`src/include/snooper_consts.svh`:
```
// Global sizing macros for the trace snooper: PC, register and address widths, buffer depth

`ifndef SNOOPER_CONSTS_SVH
`define SNOOPER_CONSTS_SVH

// Width of a program counter as reported by the core
`define SNP_PC_W 64

// Width of one configuration data word
`define SNP_REG_W 32

// Width of the configuration word address
`define SNP_ADDR_W 5

// Number of trace records held on chip, must be a power of two
`define SNP_DEPTH 16

// Buffer index width, log2 of SNP_DEPTH
`define SNP_PTR_W 4

`endif

```
`src/snooper_pkg.sv`:
```
// Trace record types: PC, transfer type, privilege level, record struct, buffer index and count

`include "snooper_consts.svh"

package snooper_pkg;

   typedef logic [`SNP_PC_W-1:0] pc_t;

   // Control transfer type codes as reported by the core
   typedef enum logic [3:0] {
      CTR_TYPE_NONE    = 4'd0,
      CTR_TYPE_EXC     = 4'd1,
      CTR_TYPE_INTR    = 4'd2,
      CTR_TYPE_TRET    = 4'd3,
      CTR_TYPE_NTBR    = 4'd4,
      CTR_TYPE_TKBR    = 4'd5,
      CTR_TYPE_INDCALL = 4'd6,
      CTR_TYPE_DIRCALL = 4'd7,
      CTR_TYPE_INDJMP  = 4'd8,
      CTR_TYPE_DIRJMP  = 4'd9,
      CTR_TYPE_CORSWAP = 4'd10,
      CTR_TYPE_RET     = 4'd11,
      CTR_TYPE_INDLJMP = 4'd12,
      CTR_TYPE_DIRLJMP = 4'd13
   } ctr_type_e;

   // Code 2 is reserved by the privileged spec
   typedef enum logic [1:0] {
      PRIV_LVL_U = 2'd0,
      PRIV_LVL_S = 2'd1,
      PRIV_LVL_M = 2'd3
   } priv_lvl_e;

   typedef struct packed {
      pc_t       pc_src;
      pc_t       pc_dst;
      ctr_type_e ctr_type;
      priv_lvl_e priv_lvl;
   } trace_t;

   typedef logic [`SNP_PTR_W-1:0] ptr_t;

   // One bit wider than the index so a full buffer can be told from an empty one
   typedef logic [`SNP_PTR_W:0] count_t;

endpackage

```
`src/snooper_cfg_pkg.sv`:
```
// Configuration types: control register, PC range, full configuration and register address map

`include "snooper_consts.svh"

package snooper_cfg_pkg;

   // Control word layout, most significant bit first
   typedef struct packed {
      logic       enable;
      logic [1:0] trace_mode;
      logic       m_mode;
      logic       s_mode;
      logic       u_mode;
      logic       pc_range_0;
      logic       pc_range_1;
      logic       pc_range_2;
      logic       pc_range_3;
      logic       excinh;
      logic       intrinh;
      logic       tretinh;
      logic       ntbren;
      logic       tkbrinh;
      logic       indcallinh;
      logic       dircallinh;
      logic       indjmpinh;
      logic       dirjmpinh;
      logic       corswapinh;
      logic       retinh;
      logic       indljmpinh;
      logic       dirljmpinh;
      logic [8:0] reserved;
   } ctrl_reg_t;

   localparam int unsigned CFG_NUM_RANGES = 4;

   // Inclusive bounds of one source PC window
   typedef struct packed {
      snooper_pkg::pc_t base;
      snooper_pkg::pc_t last;
   } pc_range_t;

   typedef struct packed {
      ctrl_reg_t                            ctrl;
      pc_range_t [CFG_NUM_RANGES-1:0]       pc_range;
   } snooper_cfg_t;

   typedef logic [`SNP_ADDR_W-1:0] cfg_addr_t;

   // Word address map, range n starts at CFG_ADDR_RANGE0 + CFG_RANGE_STRIDE * n
   localparam int unsigned CFG_ADDR_CTRL    = 0;
   localparam int unsigned CFG_ADDR_RANGE0  = 1;
   localparam int unsigned CFG_RANGE_STRIDE = 4;
   localparam int unsigned CFG_OFS_BASE_L   = 0;
   localparam int unsigned CFG_OFS_BASE_H   = 1;
   localparam int unsigned CFG_OFS_LAST_L   = 2;
   localparam int unsigned CFG_OFS_LAST_H   = 3;
   localparam int unsigned CFG_NUM_WORDS    = CFG_ADDR_RANGE0 + CFG_RANGE_STRIDE * CFG_NUM_RANGES;

endpackage

```
`src/snooper_cfg_regs.sv`:
```
// Configuration register file: word decode, storage and assembly of the configuration struct

`timescale 1ns/1ps

`include "snooper_consts.svh"

module snooper_cfg_regs (
   input  logic                          clk_i,
   input  logic                          rst_i,
   input  logic                          cfg_we_i,
   input  snooper_cfg_pkg::cfg_addr_t    cfg_addr_i,
   input  logic [`SNP_REG_W-1:0]         cfg_wdata_i,
   output snooper_cfg_pkg::snooper_cfg_t cfg_o
);

   logic [`SNP_REG_W-1:0] words_q [snooper_cfg_pkg::CFG_NUM_WORDS];
   logic                  addr_hit;

   // Anything past the last range word is not mapped
   assign addr_hit = cfg_addr_i <
                     snooper_cfg_pkg::cfg_addr_t'(snooper_cfg_pkg::CFG_NUM_WORDS);

   always_ff @(posedge clk_i) begin
      if (rst_i) begin
         for (int w = 0; w < snooper_cfg_pkg::CFG_NUM_WORDS; w++) begin
            words_q[w] <= '0;
         end
      end else if (cfg_we_i && addr_hit) begin
         words_q[cfg_addr_i] <= cfg_wdata_i;
      end
   end

   // Each 64-bit bound is split over a low and a high word
   always_comb begin : assemble
      int unsigned base_addr;

      cfg_o.ctrl = snooper_cfg_pkg::ctrl_reg_t'(words_q[snooper_cfg_pkg::CFG_ADDR_CTRL]);
      for (int n = 0; n < snooper_cfg_pkg::CFG_NUM_RANGES; n++) begin
         base_addr = snooper_cfg_pkg::CFG_ADDR_RANGE0 + snooper_cfg_pkg::CFG_RANGE_STRIDE * n;
         cfg_o.pc_range[n].base = snooper_pkg::pc_t'({
            words_q[base_addr + snooper_cfg_pkg::CFG_OFS_BASE_H],
            words_q[base_addr + snooper_cfg_pkg::CFG_OFS_BASE_L]
         });
         cfg_o.pc_range[n].last = snooper_pkg::pc_t'({
            words_q[base_addr + snooper_cfg_pkg::CFG_OFS_LAST_H],
            words_q[base_addr + snooper_cfg_pkg::CFG_OFS_LAST_L]
         });
      end
   end

endmodule

```
`src/snooper_ctrl.sv`:
```
// Capture control: IDLE/ARMED/FULL FSM, occupancy counter, buffer write and read enables

`timescale 1ns/1ps

`include "snooper_consts.svh"

module snooper_ctrl (
   input  logic                          clk_i,
   input  logic                          rst_i,
   input  snooper_cfg_pkg::snooper_cfg_t cfg_i,
   input  logic                          keep_i,
   input  logic                          rd_req_i,
   output logic                          wr_en_o,
   output logic                          rd_en_o,
   output snooper_pkg::count_t           count_o,
   output logic                          full_o,
   output logic                          armed_o
);

   typedef enum logic [1:0] {
      ST_IDLE  = 2'd0,
      ST_ARMED = 2'd1,
      ST_FULL  = 2'd2
   } state_e;

   state_e              state_q;
   state_e              state_d;
   snooper_pkg::count_t count_q;
   snooper_pkg::count_t count_d;
   logic                at_depth;

   assign at_depth = (count_q == snooper_pkg::count_t'(`SNP_DEPTH));

   // at_depth only matters when capture is re-armed over a buffer left full
   assign wr_en_o = (state_q == ST_ARMED) && keep_i && !at_depth;
   assign rd_en_o = rd_req_i && (count_q != '0);

   always_comb begin : count_next
      case ({wr_en_o, rd_en_o})
         2'b10:   count_d = count_q + snooper_pkg::count_t'(1);
         2'b01:   count_d = count_q - snooper_pkg::count_t'(1);
         default: count_d = count_q;
      endcase
   end

   always_comb begin : fsm_next
      state_d = state_q;
      if (!cfg_i.ctrl.enable) begin
         state_d = ST_IDLE;
      end else begin
         case (state_q)
            ST_IDLE:  state_d = ST_ARMED;
            ST_ARMED: begin
               if (count_d == snooper_pkg::count_t'(`SNP_DEPTH)) begin
                  state_d = ST_FULL;
               end
            end
            ST_FULL:  begin
               if (rd_en_o) begin
                  state_d = ST_ARMED;
               end
            end
            default:  state_d = ST_IDLE;
         endcase
      end
   end

   always_ff @(posedge clk_i) begin
      if (rst_i) begin
         state_q <= ST_IDLE;
         count_q <= '0;
      end else begin
         state_q <= state_d;
         count_q <= count_d;
      end
   end

   assign count_o = count_q;
   assign full_o  = (state_q == ST_FULL);
   assign armed_o = (state_q == ST_ARMED);

endmodule

```
`src/trace_buffer.sv`:
```
// Trace ring buffer: record storage, write and read pointers, registered read port

`timescale 1ns/1ps

`include "snooper_consts.svh"

module trace_buffer (
   input  logic                clk_i,
   input  logic                rst_i,
   input  logic                wr_en_i,
   input  snooper_pkg::trace_t wr_data_i,
   input  logic                rd_en_i,
   output logic                rd_valid_o,
   output snooper_pkg::trace_t rd_data_o
);

   snooper_pkg::trace_t mem_q [`SNP_DEPTH];
   snooper_pkg::ptr_t   wr_ptr_q;
   snooper_pkg::ptr_t   rd_ptr_q;
   logic                rd_valid_q;
   snooper_pkg::trace_t rd_data_q;

   // Pointers wrap on their own since the depth is a power of two
   always_ff @(posedge clk_i) begin
      if (rst_i) begin
         wr_ptr_q   <= '0;
         rd_ptr_q   <= '0;
         rd_valid_q <= 1'b0;
      end else begin
         if (wr_en_i) begin
            wr_ptr_q <= wr_ptr_q + snooper_pkg::ptr_t'(1);
         end
         if (rd_en_i) begin
            rd_ptr_q <= rd_ptr_q + snooper_pkg::ptr_t'(1);
         end
         rd_valid_q <= rd_en_i;
      end
   end

   always_ff @(posedge clk_i) begin
      if (wr_en_i) begin
         mem_q[wr_ptr_q] <= wr_data_i;
      end
   end

   // The control never reads an empty buffer, so the read slot is never the one
   // being written in the same cycle
   always_ff @(posedge clk_i) begin
      if (rd_en_i) begin
         rd_data_q <= mem_q[rd_ptr_q];
      end
   end

   assign rd_valid_o = rd_valid_q;
   assign rd_data_o  = rd_data_q;

endmodule

```
`src/trace_filter.sv`:
```
// Trace filter: keep or drop one record by type, privilege, trace mode and PC range

`timescale 1ns/1ps

module trace_filter (
   input  snooper_pkg::trace_t           trace_i,
   input  snooper_cfg_pkg::snooper_cfg_t cfg_i,
   input  logic                          trace_valid_i,
   output logic                          keep_o
);

   logic                                       type_en;
   logic                                       priv_en;
   logic                                       instr_en;
   logic [snooper_cfg_pkg::CFG_NUM_RANGES-1:0] range_en;
   logic [snooper_cfg_pkg::CFG_NUM_RANGES-1:0] range_hit;

   // NONE and the two unused codes fall to the default arm and are never kept here
   always_comb begin : type_filter
      case (trace_i.ctr_type)
         snooper_pkg::CTR_TYPE_EXC:     type_en = ~cfg_i.ctrl.excinh;
         snooper_pkg::CTR_TYPE_INTR:    type_en = ~cfg_i.ctrl.intrinh;
         snooper_pkg::CTR_TYPE_TRET:    type_en = ~cfg_i.ctrl.tretinh;
         snooper_pkg::CTR_TYPE_NTBR:    type_en = ~cfg_i.ctrl.ntbren;
         snooper_pkg::CTR_TYPE_TKBR:    type_en = ~cfg_i.ctrl.tkbrinh;
         snooper_pkg::CTR_TYPE_INDCALL: type_en = ~cfg_i.ctrl.indcallinh;
         snooper_pkg::CTR_TYPE_DIRCALL: type_en = ~cfg_i.ctrl.dircallinh;
         snooper_pkg::CTR_TYPE_INDJMP:  type_en = ~cfg_i.ctrl.indjmpinh;
         snooper_pkg::CTR_TYPE_DIRJMP:  type_en = ~cfg_i.ctrl.dirjmpinh;
         snooper_pkg::CTR_TYPE_CORSWAP: type_en = ~cfg_i.ctrl.corswapinh;
         snooper_pkg::CTR_TYPE_RET:     type_en = ~cfg_i.ctrl.retinh;
         snooper_pkg::CTR_TYPE_INDLJMP: type_en = ~cfg_i.ctrl.indljmpinh;
         snooper_pkg::CTR_TYPE_DIRLJMP: type_en = ~cfg_i.ctrl.dirljmpinh;
         default:                       type_en = 1'b0;
      endcase
   end

   // Instruction trace mode bypasses the type check entirely
   assign instr_en = (cfg_i.ctrl.trace_mode == 2'b01);

   always_comb begin : priv_filter
      case (trace_i.priv_lvl)
         snooper_pkg::PRIV_LVL_M: priv_en = cfg_i.ctrl.m_mode;
         snooper_pkg::PRIV_LVL_S: priv_en = cfg_i.ctrl.s_mode;
         snooper_pkg::PRIV_LVL_U: priv_en = cfg_i.ctrl.u_mode;
         default:                 priv_en = 1'b0;
      endcase
   end

   assign range_en = {
      cfg_i.ctrl.pc_range_3,
      cfg_i.ctrl.pc_range_2,
      cfg_i.ctrl.pc_range_1,
      cfg_i.ctrl.pc_range_0
   };

   // Both bounds are inclusive; a range with base above last never matches
   always_comb begin : range_filter
      for (int n = 0; n < snooper_cfg_pkg::CFG_NUM_RANGES; n++) begin
         range_hit[n] = range_en[n] &&
                        (cfg_i.pc_range[n].base <= trace_i.pc_src) &&
                        (trace_i.pc_src <= cfg_i.pc_range[n].last);
      end
   end

   assign keep_o = trace_valid_i &
                   priv_en &
                   (instr_en | type_en) &
                   (|range_hit);

endmodule

```
`src/trace_snooper_top.sv`:
```
// Trace snooper top level: register file, filter, capture control and ring buffer

`timescale 1ns/1ps

module trace_snooper_top (
   input  logic                       clk_i,
   input  logic                       rst_i,
   input  logic                       cfg_we_i,
   input  snooper_cfg_pkg::cfg_addr_t cfg_addr_i,
   input  logic [31:0]                cfg_wdata_i,
   input  logic                       trace_valid_i,
   input  snooper_pkg::trace_t        trace_i,
   input  logic                       rd_req_i,
   output logic                       rd_valid_o,
   output snooper_pkg::trace_t        rd_data_o,
   output snooper_pkg::count_t        count_o,
   output logic                       full_o,
   output logic                       armed_o
);

   snooper_cfg_pkg::snooper_cfg_t cfg;
   logic                          keep;
   logic                          wr_en;
   logic                          rd_en;

   snooper_cfg_regs u_cfg_regs (
      .clk_i       (clk_i),
      .rst_i       (rst_i),
      .cfg_we_i    (cfg_we_i),
      .cfg_addr_i  (cfg_addr_i),
      .cfg_wdata_i (cfg_wdata_i),
      .cfg_o       (cfg)
   );

   trace_filter u_filter (
      .trace_i       (trace_i),
      .cfg_i         (cfg),
      .trace_valid_i (trace_valid_i),
      .keep_o        (keep)
   );

   snooper_ctrl u_ctrl (
      .clk_i    (clk_i),
      .rst_i    (rst_i),
      .cfg_i    (cfg),
      .keep_i   (keep),
      .rd_req_i (rd_req_i),
      .wr_en_o  (wr_en),
      .rd_en_o  (rd_en),
      .count_o  (count_o),
      .full_o   (full_o),
      .armed_o  (armed_o)
   );

   // The record goes straight from the core to the buffer, the filter only gates it
   trace_buffer u_buffer (
      .clk_i      (clk_i),
      .rst_i      (rst_i),
      .wr_en_i    (wr_en),
      .wr_data_i  (trace_i),
      .rd_en_i    (rd_en),
      .rd_valid_o (rd_valid_o),
      .rd_data_o  (rd_data_o)
   );

endmodule

```
`config.mk`:
```
export PLATFORM = sky130hd
export DESIGN_NAME = trace_snooper_top
export DESIGN_NICKNAME = d
export VERILOG_FILES = /design/src/snooper_pkg.sv /design/src/snooper_cfg_pkg.sv /design/src/snooper_cfg_regs.sv /design/src/snooper_ctrl.sv /design/src/trace_buffer.sv /design/src/trace_filter.sv /design/src/trace_snooper_top.sv
export VERILOG_INCLUDE_DIRS = /design/src /design/src/include
export SDC_FILE = /design/constraint.sdc
export NUM_CORES = 2
export LEC_CHECK = 0
export BUFFER_PORTS_ARGS = -buffer_cell sky130_fd_sc_hd__buf_4
export CAP_MARGIN = 20
export CORE_ASPECT_RATIO = 1.1
export CORE_MARGIN = 2
export CORE_UTILIZATION = 45
export DETAILED_ROUTE_END_ITERATION = 10
export GPL_ROUTABILITY_DRIVEN = 0
export PLACE_DENSITY_LB_ADDON = 0.12
export SYNTH_ARGS = -nofsm -noshare
export SYNTH_HDL_FRONTEND = slang
export SYNTH_HIERARCHICAL = 1
export SYNTH_SLANG_ARGS = --single-unit
```
`constraint.sdc`:
```
create_clock -name clk_i -period 13.35 [get_ports clk_i]
set_input_delay 1.335 -clock clk_i [delete_from_list [all_inputs] [get_ports clk_i]]
set_output_delay 1.335 -clock clk_i [all_outputs]
set_load 0.02 [all_outputs]
```
==> metrics.csv <==
metric,value,unit
initial_core_util,45.3,%
viasPerCell,5.95,
holdPathStages,1,
yosys_warnings,6,
maxCapViolCount,0,
num_io_pins,318,
period_share,53.0,%
status,completed,
hold_class,reg2reg,
cp-start-kind,input port,
dr.first_iter.drc_count,5332,
nNetsFinal,7651,
max_slew_margin,19.5,%
grt_pass1_vias,64700,
clockBufferDepth,4,
cts_tree,built,
row_count,196,
clock_skew,62.6,ps
finalSetupTns,0,ps
dp_hpwl,194000,um
grt_use_total,24.1,%
power.leakage,45.1,nW
hold_ws,546,ps
comb_power_share,4.6,%
syn_inst,6541,
endpoint_kind,register,
p_int,15.1,mW
grt_pass1_wl,465000,um
die_h,541,um
die_area,266000,um2
cts_setup_buffers,0,
netSwitchingPower,4.08,mW
routedWlPerCell,30.3,um
cts.reportedPaths.clkPinSlew,60,ps
synth.cell_area,118000,um2
arrival,7550,ps
syn_nets,7239,
cts_hold_buf,0,
p_clk_share,43.8,%
core_area,260000,um2
period_needed,7070,ps
cts_made_buffers,306,
power_density,143,nW/um2
cts_resized,0,
synth.avg_cell_area,18.0,um2
p_seq_share,51.6,%
drc,0,
setup_viol,0,
slew_violations,0,
syn_to_final_growth,13.9,%
drive_gt1_share,20.8,%
cts_htree_levels,5,
ant_nets,0,
die_w,492,um
wirelength,323000,um
vdd_ir_drop_max,0.0982,mV
overflow,0,
rsz0062_at_grt,no,
worstPathRequired,13830,ps
antenna_found_initial,22,
cp_max_fo,72,
clk_latency,900,ps
worst_slew_pin_slew,1200,ps
nFillCells,20900,
fmax,141,MHz
io_buffers,317,
switching_share,21.2,%
vias,63500,
grt_max_degree,113,
critPathKind,in2reg,
clock_sinks,2829,
hold_viol,0,
drt-pass1-iter-count,6,
ff2ff_path_depth,18,
cts_root_buf,clkbuf_16,
-- metrics by stage --
| step | setup WS, ps | total power [mW] | area (um2) | util (%) | std cells |
|---|---|---|---|---|---|
| final | 6280 | 19.2 | 134000 | 51.6 | 10700 |
| after global routing | 6290 | 19.8 | 134000 | 51.6 | 10700 |
| after CTS | 6470 | 19.4 | 134000 | 51.6 | 10700 |
| after detailed placement | 5530 | 11.0 | 124000 | 47.8 | 10100 |
| after global placement | 5640 | 10.9 | 124000 | 47.8 | 10100 |
| after floorplan | 5860 | 10.6 | 118000 | - | 6541 |
-- routing by layer --
layer  track usage [%]  wire, um  up-vias
met5                 0        94        -
met4              7.32      9640       16
met3              3.72     19800      499
met2              40.3    159000     2045
met1              32.7    134000    33700
li1                  -         -    27300
-- cells in the final DEF (no fill, tap or decap), types with 19 or more instances in the layout --
| master | instances |
|---|---|
| inv_1 | 375 |
| a22oi_1 | 271 |
| clkinv_2 | 54 |
| ha_1 | 521 |
| nor3_1 | 347 |
| a21oi_1 | 199 |
| clkbuf_1 | 59 |
| mux4_2 | 538 |
| nand4_1 | 102 |
| clkinv_1 | 54 |
| nor2_1 | 177 |
| nand2_1 | 268 |
| bufinv_16 | 32 |
| or4b_4 | 19 |
| nand3_1 | 62 |
| o21ai_0 | 69 |
| buf_4 | 401 |
| and3_1 | 100 |
| edfxtp_1 | 2813 |
| a21o_1 | 35 |
| a221oi_1 | 19 |
| clkbuf_16 | 316 |
-- state kept, by name, summed over array words and instances (netlist names) --
register / count
u_ctrl/count_o: 5
u_ctrl/state_q: 2
u_buffer/rd_valid_o: 1
u_buffer/rd_ptr_q: 4
u_buffer/wr_ptr_q: 4
u_cfg_regs/words_q: 535
u_buffer/mem_q: 2144
u_buffer/rd_data_o: 134
-- critical path, cell delays in order --
cell,delay (ps)
buf_4,270
ha_1,320
nand4_1,250
nor4_1,210
buf_4,210
nand4_1,200
a31oi_1,190
nor4_1,1020
a21oi_1,150
o32ai_1,220
o31a_1,310
nand3_1,130
inv_1,210
nand2_1,70
nor2_1,250
and2_4,810
buf_4,680
buf_12,560
-- path summary, 6_finish.rpt --
| check | start | to | slack (ps) |
|---|---|---|---|
| setup / recovery | trace_i[117] | u_buffer/mem_q[6][46] | 6280 |
| hold / removal | u_ctrl/state_q[1] | u_ctrl/state_q[0] | 550 |
| setup reg to reg | u_cfg_regs/words_q[4][15] | u_buffer/mem_q[6][46] | 6670 |
| hold reg to reg | u_ctrl/state_q[1] | u_ctrl/state_q[0] | 550 |
-- area by class of cell --
class | instances | area, um2 | area share, %
antenna | 10 | 25.0 | 0.0187
clock buffer | 378 | 8170 | 6.09
clock inverter | 164 | 1690 | 1.26
inverter | 376 | 1420 | 1.06
multi-input combinational | 3021 | 30300 | 22.6
sequential | 2829 | 84800 | 63.2
tap | 3465 | 4340 | 3.23
timing repair buffer | 419 | 3370 | 2.51
-- power by group through the flow --
stage               Combinational (mW)  Sequential (mW)  Clock, mW
floorplan                        0.468             10.1          0
global placement                 0.859             10.1          0
finish                           0.884             9.90       8.41
CTS                              0.886             9.90       8.58
global route                     0.973             9.90       8.92
detailed placement               0.882             10.1          0
Power figures use the tool's default switching activity.
